===== config.mk =====
export PLATFORM = sky130hd
export DESIGN_NAME = way_select
export DESIGN_NICKNAME = d
export VERILOG_FILES = /design/src/source/cache_cfg_pkg.sv /design/src/source/way_select.sv
export SDC_FILE = /design/constraint.sdc
export NUM_CORES = 1
export LEC_CHECK = 0
export BUFFER_PORTS_ARGS = -buffer_cell sky130_fd_sc_hd__buf_2
export CORE_AREA = 2 2 153 155
export DETAILED_ROUTE_END_ITERATION = 12
export DIE_AREA = 0 0 155 157
export GPL_TIMING_DRIVEN = 1
export PLACE_DENSITY_LB_ADDON = 0.12
export SLEW_MARGIN = 20
export SYNTH_ARGS = -nofsm -noshare
export SYNTH_HDL_FRONTEND = slang
export SYNTH_SLANG_ARGS = --single-unit
export TNS_END_PERCENT = 20

===== constraint.sdc =====
create_clock -name vclk -period 1.8
set_input_delay 0.09 -clock vclk [all_inputs]
set_output_delay 0.09 -clock vclk [all_outputs]
set_load 0.01 [all_outputs]

===== src/source/cache_cfg_pkg.sv =====
package cache_cfg_pkg;

    // ------------------------------------------------
    // address and word sizes
    // ------------------------------------------------
    localparam int unsigned addr_width = 32;
    localparam int unsigned data_width = 64;

    // cache geometry
    localparam int unsigned num_ways       = 2;
    localparam int unsigned num_sets       = 16;
    localparam int unsigned line_width     = 128;
    localparam int unsigned words_per_line = line_width / data_width;

    // address fields: | tag | index | byte offset |
    localparam int unsigned offset_width = $clog2(line_width / 8);
    localparam int unsigned index_width  = $clog2(num_sets);
    localparam int unsigned tag_width    = addr_width - index_width - offset_width;

    typedef logic [addr_width-1:0]   addr_t;
    typedef logic [data_width-1:0]   word_t;
    typedef logic [line_width-1:0]   line_t;
    typedef logic [tag_width-1:0]    tag_t;
    typedef logic [index_width-1:0]  index_t;
    // one bit per way
    typedef logic [num_ways-1:0]     way_vec_t;
    // byte enables of one word
    typedef logic [data_width/8-1:0] be_t;

endpackage


===== src/source/way_select.sv =====
`timescale 1ns/1ps

module way_select (
    input  cache_cfg_pkg::tag_t     [cache_cfg_pkg::num_ways-1:0] tags_i,
    input  cache_cfg_pkg::way_vec_t valid_i,
    input  cache_cfg_pkg::line_t    [cache_cfg_pkg::num_ways-1:0] lines_i,
    input  cache_cfg_pkg::tag_t     req_tag_i,
    input  logic                    word_sel_i,
    output logic                    hit_o,
    output cache_cfg_pkg::way_vec_t hit_way_o,
    output cache_cfg_pkg::word_t    hit_word_o
);

    import cache_cfg_pkg::*;

    // compare every valid way, at most one matches
    always_comb begin
        hit_way_o  = '0;
        hit_word_o = '0;
        for (int unsigned w = 0; w < num_ways; w++) begin
            if (valid_i[w] && (tags_i[w] == req_tag_i)) begin
                hit_way_o[w] = 1'b1;
                // pick the requested word out of the hit line
                hit_word_o   = lines_i[w][word_sel_i*data_width +: data_width];
            end
        end
    end

    assign hit_o = |hit_way_o;

endmodule


# ---- After elaboration in Yosys (flattened, before gate mapping)
# Index checks and enable logic that the tools add are counted.
dict set report totals {
  regBits 0
  latch_bits 0
  mem_bits_rw 0
  rom_bits 0
  out_inout_bits 67
  n_memories 0
}
dict set report op_classes {
  add_sub_neg 0
  mul 0
  n_div 0
  n_lt_le_gt_ge 0
  eq_ne 2
  n_shift 2
  n_mux 4
  bitwise 0
  n_reduce_logical 3
}
# cell n
set ops {}
lappend ops {{indexed part select 128 x 8 -> 64 bit} 2}
lappend ops {{2-to-1 mux 64 bit} 2}
lappend ops {{equality test 24 bit} 2}
lappend ops {{logical AND 1 bit} 2}
lappend ops {{2-to-1 mux 1 bit} 2}
lappend ops {{OR reduction 2 bit} 1}

# ---- Depth between registers and ports, before layout
dict set report depth {
  word_depth 4
  depth_mapped 7
  mapped_depth_nobuf 5
}

# ---- Worst setup path after synthesis
# Ideal clock, no wire load.
dict set report synth_path {
  path_kind {in2out}
  startpoint {input port tags_i[10] (netlist bit)}
  endpoint {output port hit_word_o[10]}
  arrival_ns 1.355
  required_time_ns 1.710
  slack_ns 0.355
  stages 6
  path_cell_list {xor2_1 -> nor3_1 -> clkbuf_1 -> clkbuf_1 -> nand4_1 -> mux2i_1}
}
dict set report synth_via {
  elab_chain_len 4
}
# item line_no
set synth_rtl {}
lappend synth_rtl {{start: declaration} way_select.sv:4} ;# input cache_cfg_pkg::tag_t [cache_cfg_pkg::num_ways-1:0] tags_i,
lappend synth_rtl {{equality test 24 bit} way_select.sv:21} ;# if (valid_i[w] && (tags_i[w] == req_tag_i)) begin
lappend synth_rtl {{logical AND 1 bit} way_select.sv:21}
lappend synth_rtl {{2-to-1 mux 64 bit (2 in a row)} way_select.sv:21}
lappend synth_rtl {{end: declaration} way_select.sv:11} ;# output cache_cfg_pkg::word_t hit_word_o
# No other way between the ends.

# ---- Worst setup path after layout
dict set report layout_path {
  startpoint {input port req_tag_i[2]}
  endpoint {output port hit_word_o[43]}
}
dict set report layout_via {
  elab_chain_len 4
}
# item line_no
set layout_rtl {}
lappend layout_rtl {{start: declaration} way_select.sv:7} ;# input cache_cfg_pkg::tag_t req_tag_i,
lappend layout_rtl {{equality test 24 bit} way_select.sv:21}
lappend layout_rtl {{logical AND 1 bit} way_select.sv:21}
lappend layout_rtl {{2-to-1 mux 64 bit} way_select.sv:21}
lappend layout_rtl {{2-to-1 mux 64 bit *} way_select.sv:21}
# Every way passes the cells marked *; elsewhere a longest branch is shown, timed or not.

==> out/metrics.yaml <==
sta:
  fin_ws_ns: -0.0400
  rsz0062_at_grt: "true"
  relSlewSlack: 0.824
  period_minus_slack_ns: 1.84
  setup_viol: 3
  drv_slew: 0
  hold_slack_ns: 0.552
  hold_viol_final: 0
  tightest_slew_ns: 0.257
  fmax_ghz: 0.543
  finalCritPeriodShare: 1.02
detailed_routing:
  dr.first_iter.drc_count: 113
  antenna_left: 0
  post_drt_via_cell_ratio: 4.21
  drtPass1Iterations: 4
  routed_wl_um: 18200
  vias: 4485
  route.detailed.drc: 0
  wl_per_cell_um: 17.1
synthesis:
  syn-num-nets: 698
  yosysUniqueCellTypes: 16
  synth_area_um2: 3130
  ys_warn_count: 0
  synth_area_per_cell_um2: 8.53
  synthCells: 367
  ys_seq_area_frac: 0
layout:
  fillCellCount: 2460
  area_growth_pct: 103
  design.seq.count: 0
  diodes: 0
  regArea_um2: 0
  fin_util: 0.282
  clock_buffers: 0
  layout.nets: 1113
  multiInputGateArea_um2: 3150
  drive_above_1_share: 0.697
  design_area_um2: 6350
placement:
  hpwl_um: 14100
  gp_congestion: 0.832
  port-buffer-count: 398
  dp_slack_ns: -0.145
  placed_cell_area_um2: 5810
run:
  max-cap-violations: 0
floorplan:
  dieArea_um2: 24300
  row_count: 55
  initial_core_util: 0.139
  fp.dieW_um: 155
  die_y_um: 157
  core_area_um2: 22500
  io_pins: 398
power:
  powerDensity_nw_per_um2: 152
  p_leak_uw: 0.00368
  ir_worst_vdd_uv: 47.4
critical_path:
  crit_arrival_ns: 1.75
  worstSetupEndpointType: "output pin"
  cp.required_ns: 1.71
  critPathKind: "primary input to output pin"
  crit_fanout: 6
  startpoint_type: "primary input"
global_routing:
  grt_pass1_wl_um: 24500
  overflow: 0
  grt_max_degree: 37
  gr-usage-all-layers: 0.127
  grt_pass1_vias: 4456
  antenna_found_initial: 0
run_status:
  violations: "setup timing"
  status: "finished, violations left"
clock_network:
  hold_buffers: 0
min_path:
  min_path_type: "primary input to output pin"
synthesized netlist by cell type:
master | n | share of area
xnor2_1 | 34 | 0.095
mux2_2 | 64 | 0.23
buf_4 | 5 | 0.012
nor2_1 | 1 | 0.0012
buf_2 | 11 | 0.018
mux2i_1 | 128 | 0.41
inv_2 | 1 | 0.0012
xor2_1 | 14 | 0.039
nand2b_1 | 1 | 0.0020
buf_1 | 6 | 0.0072
nand2_1 | 2 | 0.0024
nand4_1 | 73 | 0.15
nor3_1 | 2 | 0.0032
and3_1 | 1 | 0.0020
clkbuf_1 | 20 | 0.024
nor4_1 | 4 | 0.0080
worst max-delay path, cell delays in order:
cell     delay (ns)
buf_4          0.13
xnor2_2        0.14
nand4_1        0.16
nor4_4         0.29
buf_4          0.18
buf_12         0.14
buf_12         0.12
nand4_1        0.15
mux2i_4        0.20
buf_6          0.13
stage by stage:
stage / total power (uW) / instances / TNS, ns
2_1_floorplan: 400 / 367 / 0
3_3_place_gp: 910 / 1054 / -11.05
3_5_place_dp: 907 / 1054 / -5.71
4_1_cts: 921 / 1056 / -0.335
5_1_grt: 1050 / 1065 / -3.78
6_report: 967 / 1065 / -0.0874
placed cells by master, fill, tap and decap left out, drive strengths merged:
| cell type | n |
|---|---|
| xnor2 | 34 |
| mux2i | 128 |
| nand2b | 1 |
| nor2 | 1 |
| and3 | 1 |
| mux2 | 64 |
| clkbuf | 6 |
| inv | 1 |
| nor3 | 2 |
| buf | 449 |
| nand2 | 2 |
| nand4 | 73 |
| nor4 | 4 |
| xor2 | 14 |
what timing repair did:
| action | CTS | global route |
|---|---|---|
| setup endpoints to repair | 57 | 67 |
| gates resized for setup | 6 | 59 |
| gates cloned | 1 | 8 |
| pin swaps | 5 | 12 |
| buffers inserted | 1 | 1 |
per-layer routing:
layer  GRT usage  part of all wire  up-vias
met5           0                 0        -
met4     0.00705            0.0062        0
met3      0.0151             0.062        8
met2       0.255              0.54      204
met1       0.149              0.40     2026
li1            -                 -     2247
where the power goes:
group          total, uW  internal [uW]  switching (uW)  leakage [uW]
clock                  0              0               0             0
sequential             0              0               0             0
combinational        967            584             382       0.00368
total                967            584             382       0.00368
final timing paths:
| kind | from | to | slack (ns) | depth (start not counted) |
|---|---|---|---|---|
| max | req_tag_i[2] | hit_word_o[43] | -0.04 | 10 |
| min | lines_i[188] | hit_word_o[60] | 0.55 | 4 |
cell families after synthesis:
family        after synthesis  synth area share
mux                       192             0.639
xor+xnor                   48             0.134
simple gates               84             0.165
buf+inv                    43            0.0619
area by class of cell:
| class | instances | share of cell area |
|---|---|---|
| Inverter | 1 | 0.000591 |
| Timing Repair Buffer | 455 | 0.447 |
| Tap cell | 285 | 0.0561 |
| Multi-Input combinational cell | 324 | 0.496 |
No activity file was read; power rests on OpenSTA's default activity.
