==> config.mk <==
export PLATFORM = sky130hd
export DESIGN_NAME = cache_arrays
export DESIGN_NICKNAME = d
export VERILOG_FILES = /design/src/source/cache_cfg_pkg.sv /design/src/source/cache_req_pkg.sv /design/src/source/cache_arrays.sv
export SDC_FILE = /design/constraint.sdc
export NUM_CORES = 2
export LEC_CHECK = 0
export BUFFER_PORTS_ARGS = -buffer_cell sky130_fd_sc_hd__buf_4
export CAP_MARGIN = 5
export CORE_UTILIZATION = 29
export CTS_BUF_LIST = sky130_fd_sc_hd__clkbuf_8
export CTS_CLUSTER_DIAMETER = 50
export CTS_CLUSTER_SIZE = 20
export DETAILED_ROUTE_END_ITERATION = 10
export GPL_TIMING_DRIVEN = 0
export PLACE_DENSITY = 0.53
export SYNTH_ARGS = -nofsm -noshare
export SYNTH_HDL_FRONTEND = slang
export SYNTH_MEMORY_MAX_BITS = 65536
export SYNTH_SLANG_ARGS = --single-unit
==> constraint.sdc <==
create_clock -name clk_i -period 4.79 [get_ports clk_i]
set_input_delay 0.7185 -clock clk_i [delete_from_list [all_inputs] [get_ports clk_i]]
set_output_delay 0.7185 -clock clk_i [all_outputs]
set_load 0.01 [all_outputs]
==> src/source/cache_cfg_pkg.sv <==
package cache_cfg_pkg;

    // ------------------------------------------------
    // address and word sizes
    // ------------------------------------------------
    localparam int unsigned addr_width = 32;
    localparam int unsigned data_width = 64;

    // cache geometry
    localparam int unsigned num_ways       = 2;
    localparam int unsigned num_sets       = 16;
    localparam int unsigned line_width     = 128;
    localparam int unsigned words_per_line = line_width / data_width;

    // address fields: | tag | index | byte offset |
    localparam int unsigned offset_width = $clog2(line_width / 8);
    localparam int unsigned index_width  = $clog2(num_sets);
    localparam int unsigned tag_width    = addr_width - index_width - offset_width;

    typedef logic [addr_width-1:0]   addr_t;
    typedef logic [data_width-1:0]   word_t;
    typedef logic [line_width-1:0]   line_t;
    typedef logic [tag_width-1:0]    tag_t;
    typedef logic [index_width-1:0]  index_t;
    // one bit per way
    typedef logic [num_ways-1:0]     way_vec_t;
    // byte enables of one word
    typedef logic [data_width/8-1:0] be_t;

endpackage

==> src/source/cache_req_pkg.sv <==
package cache_req_pkg;

    import cache_cfg_pkg::*;

    // memory transaction kind
    typedef enum logic {
        op_read,
        op_write
    } mem_op_e;

    // controller states
    typedef enum logic [2:0] {
        idle,
        tag_check,
        store_write,
        mem_start,
        mem_wait
    } ctrl_state_e;

    // ------------------------------------------------
    // core side
    // ------------------------------------------------
    typedef struct packed {
        addr_t addr;
        logic  we;
        be_t   be;
        word_t wdata;
    } core_req_t;

    typedef struct packed {
        logic  gnt;
        logic  rvalid;
        word_t rdata;
    } core_rsp_t;

    // memory side, loads carry a line-aligned address
    typedef struct packed {
        addr_t   addr;
        mem_op_e we;
        be_t     be;
        word_t   wdata;
    } mem_req_t;

    // controller to arrays
    // wdata holds a full line on fill, the replicated store word otherwise
    typedef struct packed {
        index_t   index;
        way_vec_t way;
        logic     we;
        logic     word_sel;
        be_t      be;
        line_t    wdata;
        tag_t     tag;
        logic     fill;
    } array_cmd_t;

endpackage

==> src/source/cache_arrays.sv <==
`timescale 1ns/1ps

module cache_arrays (
    input  logic                      clk_i,
    input  logic                      rst_ni,
    input  logic                      cmd_valid_i,
    input  cache_req_pkg::array_cmd_t cmd_i,
    output cache_cfg_pkg::tag_t       [cache_cfg_pkg::num_ways-1:0] tags_o,
    output cache_cfg_pkg::way_vec_t   valid_o,
    output cache_cfg_pkg::line_t      [cache_cfg_pkg::num_ways-1:0] lines_o,
    output cache_cfg_pkg::way_vec_t   victim_way_o
);

    import cache_cfg_pkg::*;

    // per-set storage
    tag_t     [num_ways-1:0] tag_q  [num_sets];
    line_t    [num_ways-1:0] data_q [num_sets];
    way_vec_t                valid_q [num_sets];
    // round-robin pointer, one bit per set for two ways
    logic     [num_sets-1:0] rr_q;

    logic rd_en, wr_en;

    assign rd_en = cmd_valid_i && !cmd_i.we;
    assign wr_en = cmd_valid_i && cmd_i.we;

    // ------------------------------------------------
    // control state: valid bits and replacement
    // ------------------------------------------------
    always_ff @(posedge clk_i or negedge rst_ni) begin
        if (!rst_ni) begin
            valid_q      <= '{default: '0};
            rr_q         <= '0;
            valid_o      <= '0;
            victim_way_o <= '0;
        end else if (rd_en) begin
            valid_o      <= valid_q[cmd_i.index];
            victim_way_o <= way_vec_t'(1) << rr_q[cmd_i.index];
        end else if (wr_en && cmd_i.fill) begin
            // a fill validates the way and moves the pointer on
            valid_q[cmd_i.index] <= valid_q[cmd_i.index] | cmd_i.way;
            rr_q[cmd_i.index]    <= ~rr_q[cmd_i.index];
        end
    end

    // ------------------------------------------------
    // tags and data
    // ------------------------------------------------
    always_ff @(posedge clk_i) begin
        if (rd_en) begin
            tags_o  <= tag_q[cmd_i.index];
            lines_o <= data_q[cmd_i.index];
        end
        if (wr_en) begin
            for (int unsigned w = 0; w < num_ways; w++) begin
                if (cmd_i.way[w]) begin
                    if (cmd_i.fill) begin
                        tag_q[cmd_i.index][w] <= cmd_i.tag;
                    end
                    // fill writes every byte, a store only the enabled ones
                    for (int unsigned wd = 0; wd < words_per_line; wd++) begin
                        for (int unsigned by = 0; by < data_width / 8; by++) begin
                            if (cmd_i.fill || (wd == cmd_i.word_sel && cmd_i.be[by])) begin
                                data_q[cmd_i.index][w][wd*data_width + by*8 +: 8] <=
                                    cmd_i.wdata[wd*data_width + by*8 +: 8];
                            end
                        end
                    end
                end
            end
        end
    end

endmodule

=== Word-level counts from Yosys, hierarchy flattened ===
Memory sizes are Yosys's and may differ from the RTL's. A register that Yosys moved wholly into a read port is not among the register bits.
Cells that the tools add are included.

* Bits in writable memories: 4864
* Memories kept: 2
* Logic and storage cells: 200
* Register bits: 52
* Input bits: 172

* Shift-type cells: 1
* $lt $le $gt $ge: 4
* Reductions and logical operators: 39
* Mux-type cells: 130
* Bitwise gates (word level): 5

{| class="wikitable"
|+ Memory list
! memory !! depth !! width !! read ports !! clocked after memory_dff !! write ports !! RTL line !! text
|-
| data_q || 16 || 256 || 1 || 1 || 1 || cache_arrays.sv:18 || <nowiki>line_t [num_ways-1:0] data_q [num_sets];</nowiki>
|-
| tag_q || 16 || 48 || 1 || 1 || 1 || cache_arrays.sv:17 || <nowiki>tag_t [num_ways-1:0] tag_q [num_sets];</nowiki>
|}

{| class="wikitable"
|+ Operators with widths
! cell !! count
|-
| $mux W1 || 121
|-
| $bwmux W32 || 1
|-
| $logic_and A1 B1 Y1 || 21
|-
| $bwmux W16 || 1
|-
| $logic_or A1 B1 Y1 || 16
|-
| $bmux W2 S4 || 1
|-
| $demux W2 S4 || 1
|-
| $mux W2 || 3
|-
| $ge A5 B5 Y1 const B || 1
|-
| $lt A4 B5 Y1 const B || 1
|-
| $lt A5 B1 Y1 const B || 1
|-
| $not A4 Y5 || 1
|-
| $bmux W1 S4 || 1
|-
| $demux W1 S4 || 1
|-
| $ge A4 B1 Y1 const B || 1
|-
| $not A1 Y1 || 3
|-
| $or A2 B2 Y2 || 1
|-
| $reduce_and A2 Y1 || 1
|-
| $shl A1 B1 Y2 const A || 1
|-
| $logic_not A1 Y1 || 1
|}

=== Logic depth before layout (Yosys ltp) ===
* Word-level depth: 7
* Mapped depth: 8
* Depth with buffers taken out: 5

=== Worst setup path before layout ===
OpenSTA, ideal clock, no wires.

* Path type: input to register
* Start point: input cmd_i[162] (netlist bit)
* End point: register victim_way_o[0]
* Slack: -3.070 ns
* Required time: 4.644 ns
* Setup time: 0.146 ns
* Arrival: 7.713 ns
* Cell stages on the path: 5
* Cell sequence: nand2b_1 inv_1 nand2b_1 and3b_1 nor3_1

* Longest elaborated chain between the ends: 2

{| class="wikitable"
|+ Ends and longest elaborated chain
! what !! RTL line !! text
|-
| from (decl) || cache_arrays.sv:7 || <nowiki>input cache_req_pkg::array_cmd_t cmd_i,</nowiki>
|-
| $logic_not A1 Y1 || cache_arrays.sv:25 || <nowiki>assign rd_en = cmd_valid_i && !cmd_i.we;</nowiki>
|-
| $logic_and A1 B1 Y1 || cache_arrays.sv:25 ||
|-
| via rd_en || cache_arrays.sv:23 || <nowiki>logic rd_en, wr_en;</nowiki>
|-
| to (signal assigned) || cache_arrays.sv:39 || <nowiki>victim_way_o <= way_vec_t'(1) << rr_q[cmd_i.index];</nowiki>
|-
| to (decl) || cache_arrays.sv:11 || <nowiki>output cache_cfg_pkg::way_vec_t victim_way_o</nowiki>
|}

The timed path passes the listed nets, and every way through them passes these cells.
A chain may end at the register's enable or synchronous reset.

=== Worst setup path in the final report ===
* Start point: input cmd_i[166] (netlist bit)
* End point: memory data_q[7][168] (netlist bit), enable pin

{| class="wikitable"
|+ RTL lines
! what !! RTL line
|-
| to (decl) || cache_arrays.sv:18
|}

No word-level cell before the write port.

==> run summary <==
Ys Warns -> 0
Post-synth EDFFs -> 5168
H-tree levels -> 5
CP dominant cell by count -> buf_2
Final slew viol count -> 8
Initial antenna violation count -> 136
Area share of the largest cell type after synthesis -> 78.82%
First-pass GRT wire length -> 756.4 mm
Clk_lat worst skew -> 1.31 ns
Top cell type by total area after synthesis -> edfxtp_1
Initial drt markers -> 9452
Syn_area_per_cell -> 24.69 sq um
Boundary Pins -> 480
Final Core Density -> 33.39%
P_sw -> 20.28 mW
Area delta synth->final -> 14.71%
Gate Count Post-Synth -> 7975
Worst path bufs/invs -> 5
All-Layer GR Usage -> 15.87%
Layout cell share with drive strength beyond 1 -> 32.98%
Slowest-stage cell, CP -> nand4b_1
Depth of the most critical reg-to-reg path -> 2
Leak -> 68.34 nW
Failing checks -> max-capacitance violations, max-slew violations
DRT antenna net count -> 0
Hold Vio Cnt, Final -> 0
Largest net degree at the start of global routing -> 53
Worst-path clk slew -> 0.10 ns
Net count, final -> 9297
Max-cap violations -> 1
Worst path required time -> 5.64 ns
TritonRoute pass-1 iters -> 5
DP Wirelength -> 399.8 mm
Placer congestion estimate -> 0.8218
Part of the power in registers -> 60.0%
Crit path cell chain -> buf_2 -> buf_2 -> buf_2 -> buf_2 -> nand4b_1 -> clkbuf_2 -> nor2_1
Slew headroom -> -0.2916%
Vias per std cell -> 4.795
Via count -> 88833
Die height -> 826.0 microns
Worst Hold Class -> in -> async
Startpoint types -> input pin
Count leader, synth -> edfxtp_1
Sequential share of the synthesized area -> 79.48%
Post-placement cell count -> 17503
Switching Share -> 23.99%
Fill cell count -> 62675
Crit Path Max Fanout -> 10
Starting Density -> 29.11%
Global route overflow -> 0
Cell depth of the worst setup path -> 7
Synth area leaders -> edfxtp_1, mux4_2, nor2_1
Worst Max-Slew Pin Slew -> 1.504 ns
Largest stage delay on the critical path -> 1.10 ns
Critical path arrival -> 5.15 ns
Async S/R FF share, synth -> 0.9962%
CP Capture Type -> register
Synthesized area -> 196900 sq um
Post-synthesis register bit count -> 5220
Vias in the first global route -> 92645
Clock share of power -> 33.9%
Clock root cell -> clkbuf_8
Final min period -> 4.296 ns
CP top delay family -> buffers and inverters
Fin crit share -> 89.69%
Worst vdd ir -> 0.2384 mV
Core Footprint -> 676400 sq um
Int Pwr -> 64.23 mW
Die Wd -> 826.0 microns
Final wirelength -> 556.2 mm
RSZ-0062 raised after global routing -> no
Worst slack at placement -> -0.9138 ns
# port buffers -> 475
Portion of total power attributed to combinational logic -> 6.0%
Non-Filler Instances -> 18525
Die ar. -> 682300 sq um
Max Fclk -> 0.2328 GHz
Dominant synthesized flop cell -> edfxtp_1
Gates resized, CTS repair -> 0
CTS tree -> done
Top post-synthesis cells by count -> edfxtp_1, mux4_2, nor2_1
Net count after synthesis -> 8147
Row count -> 302
WL per Instance -> 30.02 microns
TritonCTS Buffers -> 429
Final setup fails -> 0
Final WS setup -> 0.4940 ns
DRC viols -> 0
CTS Buffer Depth -> 4
PwrDens -> 374.2 nW/um^2
Worst Setup Path Type -> in -> reg
Clk sinks -> 5220
Status -> finished with violations
Library cells used by synthesis -> 39
Clk_skew -> 0.1355 ns
power groups by stage:
| stage | clock [mW] | sequential [mW] | combinational [mW] |
|---|---|---|---|
| 6_report | 28.7 | 50.7 | 5.09 |
| 3_3_place_gp | 0 | 51.8 | 4.84 |
| 2_1_floorplan | 0 | 51.8 | 2.37 |
| 3_5_place_dp | 0 | 51.8 | 5.05 |
| 4_1_cts | 29.4 | 50.8 | 5.22 |
| 5_1_grt | 30.8 | 50.8 | 5.37 |
area by class of cell:
type | count | area (sq um) | area share, %
plain buffers | 451 | 2766 | 1.225
flip-flops and latches | 5220 | 156500 | 69.29
clock buffers | 431 | 5932 | 2.626
inverters | 2 | 11.26 | 0.004986
repair buffers | 719 | 7029 | 3.112
multi-input cells | 2302 | 37990 | 16.82
well taps | 8968 | 11220 | 4.968
clock inverters | 371 | 4275 | 1.893
diodes | 61 | 152.6 | 0.06758
path summary, 6_finish.rpt:
kind                                           startpoint                  endpoint  slack (ns)
worst max-delay path                           cmd_i[166]  data_q[7][168]$_DFFE_PP_        0.49
worst min-delay path                               rst_ni   valid_q[31]$_DFFE_PN0P_        0.13
worst max register to register  data_q[11][139]$_DFFE_PP_    lines_o[139]$_DFFE_PP_        2.90
worst min register to register     valid_q[4]$_DFFE_PN0P_    valid_q[4]$_DFFE_PN0P_        0.50
max in group asynchronous                          rst_ni   valid_q[19]$_DFFE_PN0P_        4.12
min in group clk_i                             cmd_i[167]    valid_o[0]$_DFFE_PN0P_        0.34
repair_timing:
item	CTS	global route
hold buffers	158	0
setup buffers	0	0
hold endpoints to repair	4952	0
endpoints found under the setup margin	0	0
through the flow:
step / hold WS [ns] / area, sq um / TNS [ns] / total power, mW
2_1_floorplan: 0.4229 / 196900 / -322.23 / 54.16
3_3_place_gp: 0.4832 / 211700 / -5902.42 / 56.66
3_5_place_dp: 0.4807 / 213900 / -325.99 / 56.84
4_1_cts: 0.02217 / 225700 / 0 / 85.32
5_1_grt: 0.1435 / 225800 / 0 / 86.94
6_report: 0.1254 / 225900 / 0 / 84.51
cell usage in the layout, fill, tap and decap left out, types with 63 or more instances in the layout:
cell type,netlist,final
edfxtp_1,5168,5168
nor2_1,572,540
nand2_1,63,63
clkbuf_1,208,144
dlygate4sd3_1,0,158
clkbuf_8,0,431
inv_6,0,95
buf_6,113,113
buf_4,13,488
mux4_2,1520,1520
layer usage:
layer	share of wire [%]	GRT usage [%]
met3	6.6	2.826
met5	0.024	0
met1	39	20.24
met4	4.4	5.775
met2	50	27.17
sequential cells by signal (all words and copies together) (netlist names):
name          cells
data_q         4096
lines_o         256
rr_q             16
tags_o           48
valid_o           2
tag_q           768
victim_way_o      2
valid_q          32
cell families after synthesis:
kind of cell    synth area share [%]
compound gates                0.2459
buf+inv                        1.357
flops                          79.48
mux                            17.55
simple gates                   1.366
Power figures use the tool's default switching activity.
