File: src/source/cache_cfg_pkg.sv
package cache_cfg_pkg;

    // ------------------------------------------------
    // address and word sizes
    // ------------------------------------------------
    localparam int unsigned addr_width = 32;
    localparam int unsigned data_width = 64;

    // cache geometry
    localparam int unsigned num_ways       = 2;
    localparam int unsigned num_sets       = 16;
    localparam int unsigned line_width     = 128;
    localparam int unsigned words_per_line = line_width / data_width;

    // address fields: | tag | index | byte offset |
    localparam int unsigned offset_width = $clog2(line_width / 8);
    localparam int unsigned index_width  = $clog2(num_sets);
    localparam int unsigned tag_width    = addr_width - index_width - offset_width;

    typedef logic [addr_width-1:0]   addr_t;
    typedef logic [data_width-1:0]   word_t;
    typedef logic [line_width-1:0]   line_t;
    typedef logic [tag_width-1:0]    tag_t;
    typedef logic [index_width-1:0]  index_t;
    // one bit per way
    typedef logic [num_ways-1:0]     way_vec_t;
    // byte enables of one word
    typedef logic [data_width/8-1:0] be_t;

endpackage

File: src/source/cache_req_pkg.sv
package cache_req_pkg;

    import cache_cfg_pkg::*;

    // memory transaction kind
    typedef enum logic {
        op_read,
        op_write
    } mem_op_e;

    // controller states
    typedef enum logic [2:0] {
        idle,
        tag_check,
        store_write,
        mem_start,
        mem_wait
    } ctrl_state_e;

    // ------------------------------------------------
    // core side
    // ------------------------------------------------
    typedef struct packed {
        addr_t addr;
        logic  we;
        be_t   be;
        word_t wdata;
    } core_req_t;

    typedef struct packed {
        logic  gnt;
        logic  rvalid;
        word_t rdata;
    } core_rsp_t;

    // memory side, loads carry a line-aligned address
    typedef struct packed {
        addr_t   addr;
        mem_op_e we;
        be_t     be;
        word_t   wdata;
    } mem_req_t;

    // controller to arrays
    // wdata holds a full line on fill, the replicated store word otherwise
    typedef struct packed {
        index_t   index;
        way_vec_t way;
        logic     we;
        logic     word_sel;
        be_t      be;
        line_t    wdata;
        tag_t     tag;
        logic     fill;
    } array_cmd_t;

endpackage

File: src/source/cache_ctrl_fsm.sv
`timescale 1ns/1ps

module cache_ctrl_fsm #(
    parameter cache_cfg_pkg::addr_t uncached_limit = 32'h0000_1000
) (
    input  logic                      clk_i,
    input  logic                      rst_ni,
    input  logic                      bypass_i,
    input  logic                      core_req_valid_i,
    input  cache_req_pkg::core_req_t  core_req_i,
    output cache_req_pkg::core_rsp_t  core_rsp_o,
    output logic                      busy_o,
    // array side
    output logic                      arr_cmd_valid_o,
    output cache_req_pkg::array_cmd_t arr_cmd_o,
    input  logic                      hit_i,
    input  cache_cfg_pkg::way_vec_t   hit_way_i,
    input  cache_cfg_pkg::word_t      hit_word_i,
    input  cache_cfg_pkg::way_vec_t   victim_way_i,
    // memory side
    output logic                      mem_start_o,
    output cache_req_pkg::mem_req_t   mem_cmd_o,
    input  logic                      mem_done_i,
    input  cache_cfg_pkg::line_t      mem_line_i
);

    import cache_cfg_pkg::*;
    import cache_req_pkg::*;

    // lowest address bit that picks the word inside a line
    localparam int unsigned word_lsb = $clog2(data_width / 8);

    ctrl_state_e state_d, state_q;
    core_req_t   req_q;
    // direct: bypassed or below the cacheable range
    logic        direct_d, direct_q;
    logic        accept;

    assign busy_o   = (state_q != idle);
    assign direct_d = bypass_i || (core_req_i.addr < uncached_limit);

    // ------------------------------------------------
    // memory command from the registered request
    // ------------------------------------------------
    // loads fetch the whole line, stores write one word
    assign mem_cmd_o.addr  = req_q.we ?
        {req_q.addr[addr_width-1:word_lsb], {word_lsb{1'b0}}} :
        {req_q.addr[addr_width-1:offset_width], {offset_width{1'b0}}};
    assign mem_cmd_o.we    = req_q.we ? op_write : op_read;
    assign mem_cmd_o.be    = req_q.be;
    assign mem_cmd_o.wdata = req_q.wdata;

    // ------------------------------------------------
    // controller FSM
    // ------------------------------------------------
    always_comb begin
        state_d         = state_q;
        accept          = 1'b0;
        core_rsp_o      = '0;
        mem_start_o     = 1'b0;
        arr_cmd_valid_o = 1'b0;
        // array command defaults to the saved request
        arr_cmd_o.index    = req_q.addr[offset_width +: index_width];
        arr_cmd_o.tag      = req_q.addr[addr_width-1 -: tag_width];
        arr_cmd_o.word_sel = req_q.addr[word_lsb];
        arr_cmd_o.way      = hit_way_i;
        arr_cmd_o.we       = 1'b0;
        arr_cmd_o.fill     = 1'b0;
        arr_cmd_o.be       = req_q.be;
        arr_cmd_o.wdata    = {words_per_line{req_q.wdata}};

        unique case (state_q)
            idle: begin
                if (core_req_valid_i) begin
                    accept         = 1'b1;
                    core_rsp_o.gnt = 1'b1;
                    if (direct_d) begin
                        // no lookup, straight to memory
                        state_d = mem_start;
                    end else begin
                        // read the set of the incoming address
                        arr_cmd_valid_o = 1'b1;
                        arr_cmd_o.index = core_req_i.addr[offset_width +: index_width];
                        state_d         = tag_check;
                    end
                end
            end

            // set contents are valid now
            tag_check: begin
                if (hit_i && !req_q.we) begin
                    core_rsp_o.rvalid = 1'b1;
                    core_rsp_o.rdata  = hit_word_i;
                    state_d           = idle;
                end else if (hit_i) begin
                    state_d = store_write;
                end else begin
                    // load miss refills, store miss only writes memory
                    state_d = mem_start;
                end
            end

            // second array access, merge store bytes into the hit way
            // arrays still show the looked-up set, so hit_way_i holds
            store_write: begin
                arr_cmd_valid_o = 1'b1;
                arr_cmd_o.we    = 1'b1;
                state_d         = mem_start;
            end

            mem_start: begin
                mem_start_o = 1'b1;
                state_d     = mem_wait;
            end

            mem_wait: begin
                if (mem_done_i) begin
                    state_d = idle;
                    if (!req_q.we) begin
                        core_rsp_o.rvalid = 1'b1;
                        core_rsp_o.rdata  =
                            mem_line_i[req_q.addr[word_lsb]*data_width +: data_width];
                        // cached load miss, fill the victim way
                        if (!direct_q) begin
                            arr_cmd_valid_o = 1'b1;
                            arr_cmd_o.we    = 1'b1;
                            arr_cmd_o.fill  = 1'b1;
                            arr_cmd_o.way   = victim_way_i;
                            arr_cmd_o.wdata = mem_line_i;
                        end
                    end
                end
            end

            default: state_d = idle;
        endcase
    end

    // ------------------------------------------------
    // registers
    // ------------------------------------------------
    always_ff @(posedge clk_i or negedge rst_ni) begin
        if (!rst_ni) begin
            state_q  <= idle;
            direct_q <= 1'b0;
        end else begin
            state_q <= state_d;
            if (accept) begin
                direct_q <= direct_d;
            end
        end
    end

    // request payload, held until the next grant
    always_ff @(posedge clk_i) begin
        if (accept) begin
            req_q <= core_req_i;
        end
    end

endmodule

File: config.mk
export PLATFORM = sky130hd
export DESIGN_NAME = cache_ctrl_fsm
export DESIGN_NICKNAME = d
export VERILOG_FILES = /design/src/source/cache_cfg_pkg.sv /design/src/source/cache_req_pkg.sv /design/src/source/cache_ctrl_fsm.sv
export SDC_FILE = /design/constraint.sdc
export NUM_CORES = 1
export LEC_CHECK = 0
export BUFFER_PORTS_ARGS = -buffer_cell sky130_fd_sc_hd__buf_4
export CAP_MARGIN = 25
export CORE_AREA = 3 3 250 252
export DETAILED_ROUTE_END_ITERATION = 10
export DIE_AREA = 0 0 253 255
export PLACE_DENSITY_LB_ADDON = 0.08
export SETUP_SLACK_MARGIN = 0.15
export SLEW_MARGIN = 5
export SYNTH_ARGS = -nofsm -noshare
export SYNTH_HDL_FRONTEND = slang
export SYNTH_SLANG_ARGS = --single-unit
File: constraint.sdc
create_clock -name clk_i -period 9.7 [get_ports clk_i]
set_clock_uncertainty 0.2 [all_clocks]
set_input_delay 0.97 -clock clk_i [delete_from_list [all_inputs] [get_ports clk_i]]
set_output_delay 0.97 -clock clk_i [all_outputs]
set_load 0.05 [all_outputs]
# Yosys cells after proc, flatten, opt, wreduce, memory -nomap -nowiden
# Index checks and enable logic that the tools add are counted.
# totals
ram_bits	0
word_cells	54
latch_bits	0
regBits	109
in_bits	307
mem_count	0
rom_bits	0
# op_classes
bitwise_logic	0
addsub	0
n_shift	1
muxes	34
multipliers	0
reduce_logical	6
div_mod_pow	0
n_lt_le_gt_ge	1
n_eq_ne	6
# op_table
operator	n
128-bit 2-to-1 mux	4
65-bit 2-to-1 mux	3
65-bit one-hot mux with 2 select lines	1
128-bit by 8-bit variable part select with 64-bit output	1
32-bit by 13-bit less-than comparator with 1-bit output (second input constant)	1
3-bit 2-to-1 mux	6
4-bit 2-to-1 mux	4
3-bit one-hot mux with 5 select lines	1
1-bit 2-to-1 mux	11
3-bit by 2-bit equality test with 1-bit output (second input constant)	2
2-bit 2-to-1 mux	2
2-bit inequality test (second input constant)	2
3-bit by 1-bit equality test with 1-bit output (second input constant)	1
3-bit equality test (second input constant)	1
3-bit zero test	1
1-bit one-hot mux with 3 select lines	1
3-bit nonzero test	1
1-bit one-hot mux with 2 select lines	1
2-bit AND reduction	1
1-bit logical AND	1
1-bit zero test	1
1-bit logical OR	1

# Logic depth before layout (Yosys ltp)
# Gate-level depths: netlist of the first run.
# depth
ltp_word	5
depth_mapped	7
mapped_depth_nobuf	4

# Worst setup path after synthesis of the first run
# OpenSTA, ideal clock, no wires.
# synth_timing
kind	input-to-output
startpoint	input port core_req_valid_i
endpoint	output port arr_cmd_o[165] (netlist name)
required_time_ns	8.530
path_slack_ns	1.085
cell_stages	4
arrival_time_ns	7.445
path_buffers	0
path_cell_list	or3b_2 nor2_1 o211ai_1 mux2_2
# synth_lines
item	line_no	text
from (decl)	cache_ctrl_fsm.sv:9	input logic core_req_valid_i,
to (decl)	cache_ctrl_fsm.sv:15	output cache_req_pkg::array_cmd_t arr_cmd_o,

==> results.py, run 1 <==
metrics = {
    "outcome": {
        "outcome": "completed",
    },
    "yosys": {
        "yosysWarnings": 0,
        "synth-seq-cells": 106,
        "synth_cell_types": 30,
        "avgSynthCellArea_sq_um": 12.3,
        "synth.top_cell.area_share_pct": 46.2,
        "synth-edff-count": 102,
        "synthFlopType": "edfxtp_1",
        "synthArstFlopShare_pct": 3.77,
        "synth_top_cell_by_area": "edfxtp_1",
        "synthTopCellsByArea": "edfxtp_1, mux2_1, mux2i_1",
        "syn_area_sq_um": 6630,
        "yosysSeqAreaShare_pct": 47.7,
        "syn_inst": 540,
    },
    "global_routing": {
        "grt_max_degree": 59,
        "overflow": 0,
        "met1_usage_pct": 10.4,
        "track_usage_pct": 11.3,
        "grt_pass1_vias": 7077,
        "grt_first_pass_wirelength_um": 51400,
        "antenna_found_initial": 4,
        "gr-max-usage-layer": "met2",
        "met2_usage_pct": 22.6,
        "grt_use_met3_pct": 4.57,
    },
    "floorplan": {
        "io_pins": 650,
        "die_y_um": 255,
        "initial_core_util_pct": 11.0,
        "num_rows": 90,
        "fp.dieW_um": 253,
        "core_sq_um": 60400,
        "die_area_sq_um": 64500,
    },
    "finish": {
        "drive_gt1_share_pct": 63.2,
        "fin_nets": 1441,
        "fill_cells": 6647,
        "area_delta_synth_final_pct": 85.6,
        "layout_commonest_cell": "buf_4",
        "layout_common_cells": "buf_4, edfxtp_1, mux2_1",
        "fin_area_sq_um": 12300,
    },
    "power": {
        "power_mw": 2.83,
        "leakagePower_nw": 5.44,
        "p_per_area_nw_per_um2": 230,
        "ir_drop_mv": 0.0937,
    },
    "clocking": {
        "htree_levels": 3,
        "clock-root-buffer": "clkbuf_16",
        "cts_resized": 0,
        "ctsHoldBuffers": 0,
        "cts_setup_buffers": 0,
        "clock_latency_ns": 0.39,
        "numCtsBuffers": 9,
        "clockBufferDepth": 2,
        "clk_pin_slew_worst_paths_ns": 0.09,
        "cts_tree": "done",
        "cts.sink_count": 106,
    },
    "setup_path": {
        "reg2reg_depth": 4,
        "crit_type": "reg2out",
        "worstPathArrival_ns": 4.11,
        "worstPathMaxFanout": 58,
        "critical_path_required_ns": 8.53,
        "end_kind": "output port",
        "crit_path_start_kind": "flip-flop",
    },
    "drt": {
        "ant_nets": 0,
        "wl_um": 39100,
        "first_pass_iters": 4,
        "viasPerCell": 3.45,
        "drtIter0Drc": 182,
        "remaining_drc_errors": 0,
        "via_count": 6642,
        "wire_per_inst_um": 20.3,
    },
    "run": {
        "drv_cap": 0,
    },
    "timing": {
        "hold_violations": 0,
        "slew_viol_final": 0,
        "max_freq_mhz": 189,
        "grt_setup_unrepaired": "false",
        "setup_tns_ns": 0,
        "fin_hold_ws_ns": 0.161,
        "worst_slew_pin_slew_ns": 0.904,
        "fin_crit_ns": 5.28,
        "post-route-period-util_pct": 54.5,
        "setup_violations": 0,
        "maxSlewHeadroom_pct": 39.7,
    },
    "place": {
        "io_buffers": 643,
        "finalWeightedCongestion": 0.715,
        "place_area_sq_um": 12000,
        "dp_hpwl_um": 31000,
    },
    "hold_path": {
        "min_path_type": "in2async",
    },
}
## cells in the mapped netlist, types with 4 or more instances
master / n
edfxtp_1: 102
mux2_1: 89
nand2_1: 67
o21ai_0: 67
mux2i_1: 64
mux2_2: 45
buf_4: 41
clkbuf_1: 20
buf_8: 10
nor2_1: 5
nor4_1: 5
dfrtp_1: 4
nand2b_1: 4
## kinds of logic after synthesis
family                 count (synthesis)  share of synthesized area, %
and+or+nand+nor                       89                          5.87
muxes                                198                          32.4
DFF                                  106                          47.7
AOI/OAI and AO/OA                     73                          5.76
other                                  1                        0.0566
buffers and inverters                 73                          8.16
## metal layers
layer	vias up	routed length [um]
li1	3154	-
met1	3120	12700
met2	339	22000
met3	25	3810
met4	4	619
met5	-	21
## per-stage QoR
stage / setup slack [ns] / cells / utilization [%]
finish: 4.42 / 1923 / 20.4
global route: 4.16 / 1922 / 20.4
CTS: 4.26 / 1921 / 20.4
detailed placement: 4.58 / 1905 / 19.9
global placement: 4.57 / 1905 / 19.9
floorplan: 1.08 / 542 / -
## final cells by class
class	instances	area [sq um]	area share [%]
inverter	1	3.75	0.0305
multi-input combinational	363	2940	23.9
sequential	106	3160	25.7
timing repair buffer	653	4900	39.8
tap	782	978	7.95
antenna	2	5.00	0.0407
clock buffer	9	225	1.83
clock inverter	7	81.3	0.661
## final timing paths
check	start	slack [ns]	to
max	state_q[2]	4.42	arr_cmd_o[128]
min	rst_ni	0.16	state_q[2]
max reg2reg	state_q[2]	6.47	req_q[79]
min reg2reg	direct_q	0.38	direct_q
max in group asynchronous	rst_ni	9.03	direct_q
min in group clk_i	direct_q	0.38	direct_q
## sequential cells by signal, summed over array words and instances (netlist names)
name and count:
mem_cmd_o 64, arr_cmd_o 33, req_q 5, state_q 3, direct_q 1
## power breakdown
group | internal (mW) | total [mW] | switching (mW)
sequential | 0.624 | 0.696 | 0.0714
clock | 0.185 | 0.413 | 0.228
combinational | 0.500 | 1.72 | 1.22
## critical path, stage by stage (launching register included)
cell	delay, ns
dfrtp_1	0.49
or3b_1	0.40
or3b_4	0.66
nor2_4	0.65
buf_4	0.75
mux2_1	0.44
buf_4	0.21
Note: power is estimated with default switching activity, not from simulation.
==> run 2, diff against run 1 <==
==> constraint.sdc (replaced) <==
create_clock -name clk_i -period 4.32 [get_ports clk_i]
set_clock_uncertainty 0.2 [all_clocks]
set_input_delay 0.432 -clock clk_i [delete_from_list [all_inputs] [get_ports clk_i]]
set_output_delay 0.432 -clock clk_i [all_outputs]
set_load 0.05 [all_outputs]
==> results.py, run 2 (synthesis results as in run 1) <==
metrics = {
    "floorplan": {
        "die_area_sq_um": 64500,
        "fp.dieW_um": 253,
        "die_y_um": 255,
        "num_rows": 90,
        "initial_core_util_pct": 11.0,
        "io_pins": 650,
        "core_sq_um": 60400,
    },
    "timing": {
        "setup_ws_ns": 0.679,
        "hold_violations": 0,
        "setup_violations": 0,
        "post-route-period-util_pct": 84.3,
        "maxSlewHeadroom_pct": 40.6,
        "max_freq_mhz": 275,
        "grt_setup_unrepaired": "false",
        "fin_hold_ws_ns": 0.101,
        "setup_tns_ns": 0,
        "slew_viol_final": 0,
        "worst_slew_pin_slew_ns": 0.891,
        "fin_crit_ns": 3.64,
    },
    "setup_path": {
        "worstPathMaxFanout": 80,
        "worstPathArrival_ns": 3.01,
        "critPathTopFamily": "simple AND/OR/NAND/NOR gates",
        "cp_slowest_cell": "dfrtp_1",
        "cp_cell_sequence": "or3b_1, or3b_4, nor2_4, buf_12, mux2_1, buf_4",
        "critical_path_required_ns": 3.69,
        "end_kind": "output port",
        "crit_path_max_incr_delay_ns": 0.52,
        "crit_type": "reg2out",
        "crit_path_start_kind": "flip-flop",
        "cp_num_buf_inv": 2,
    },
    "drt": {
        "remaining_drc_errors": 0,
        "viasPerCell": 3.45,
        "via_count": 6988,
        "wl_um": 39100,
        "drtIter0Drc": 276,
        "first_pass_iters": 4,
        "wire_per_inst_um": 19.3,
        "ant_nets": 0,
    },
    "finish": {
        "drive_gt1_share_pct": 57.8,
        "area_delta_synth_final_pct": 102,
        "fin_nets": 1542,
        "fin_area_sq_um": 13400,
        "largest_reg_flops": 64,
        "layout_common_cells": "buf_4, dlygate4sd3_1, edfxtp_1",
        "layout_commonest_cell": "buf_4",
    },
    "global_routing": {
        "grt_pass1_vias": 7405,
        "antenna_found_initial": 2,
        "grt_max_degree": 105,
        "overflow": 0,
        "track_usage_pct": 11.3,
        "grt_first_pass_wirelength_um": 52100,
    },
    "clocking": {
        "clockBufferDepth": 2,
        "numCtsBuffers": 9,
        "htree_levels": 3,
        "clock_latency_ns": 0.39,
        "cts.sink_count": 106,
        "cts_tree": "done",
        "clk_pin_slew_worst_paths_ns": 0.10,
        "clock-root-buffer": "clkbuf_16",
    },
    "place": {
        "finalWeightedCongestion": 0.727,
        "post-place-ws_ns": 1.12,
        "dp_hpwl_um": 30500,
        "place_area_sq_um": 12000,
        "io_buffers": 643,
    },
    "power": {
        "power_mw": 6.46,
        "p_per_area_nw_per_um2": 482,
        "leakagePower_nw": 5.88,
        "ir_drop_mv": 0.283,
    },
    "hold_path": {
        "min_path_type": "in2reg",
    },
    "run": {
        "drv_cap": 0,
    },
    "outcome": {
        "outcome": "completed",
    },
}
-- run 2: cell types whose count changed in the layout (fill, tap and decap cells not counted), sizes merged --
cell	change
dlygate4sd3	+104
buf	-3
diode	-1
-- run 2: area by class of cell --
type	count	area, sq um
fill	6628	47000
multi-input combinational	363	2950
tap	782	978
inverter	1	3.75
antenna	1	2.50
sequential	106	3160
timing repair buffer	754	5970
clock inverter	7	101
clock buffer	9	225
-- run 2: metrics by stage --
step / utilization, % / instances
finish: 22.2 / 2023
floorplan: - / 542
global route: 22.2 / 2022
CTS: 22.2 / 2022
global placement: 19.9 / 1902
detailed placement: 19.9 / 1902
-- run 2: where the power goes --
part	total (mW)	internal [mW]	leakage, nW	switching (mW)
clock network	0.957	0.428	0.156	0.530
registers	1.57	1.40	0.989	0.170
logic	3.93	1.19	4.74	2.74
total	6.46	3.02	5.88	3.44
-- run 2: layer usage --
layer | track usage (%) | wire length, um | vias to the layer above
li1 | - | - | 3354
met1 | 11.0 | 13400 | 3298
met2 | 22.4 | 22100 | 314
met3 | 4.35 | 3170 | 18
met4 | 2.21 | 402 | 4
met5 | 0 | 34 | -
-- run 2: worst paths after layout --
path                                        from  slack, ns        endpoint  cells past startpoint
worst max-delay path                  state_q[2]       0.68  arr_cmd_o[127]                      6
worst min-delay path            core_req_valid_i       0.10      state_q[1]                      2
worst max register to register        state_q[2]       2.05   mem_cmd_o[58]                      3
worst min register to register          direct_q       0.42        direct_q                      1
max in group asynchronous                 rst_ni       3.64      state_q[1]                      2
min in group asynchronous                 rst_ni       0.17      state_q[2]                      2
-- run 2: timing repair --
item | in CTS | in global routing
endpoints found under the hold margin | 107 | 0
resized for setup | 0 | 0
setup buffers | 0 | 0
hold buffers | 104 | 0
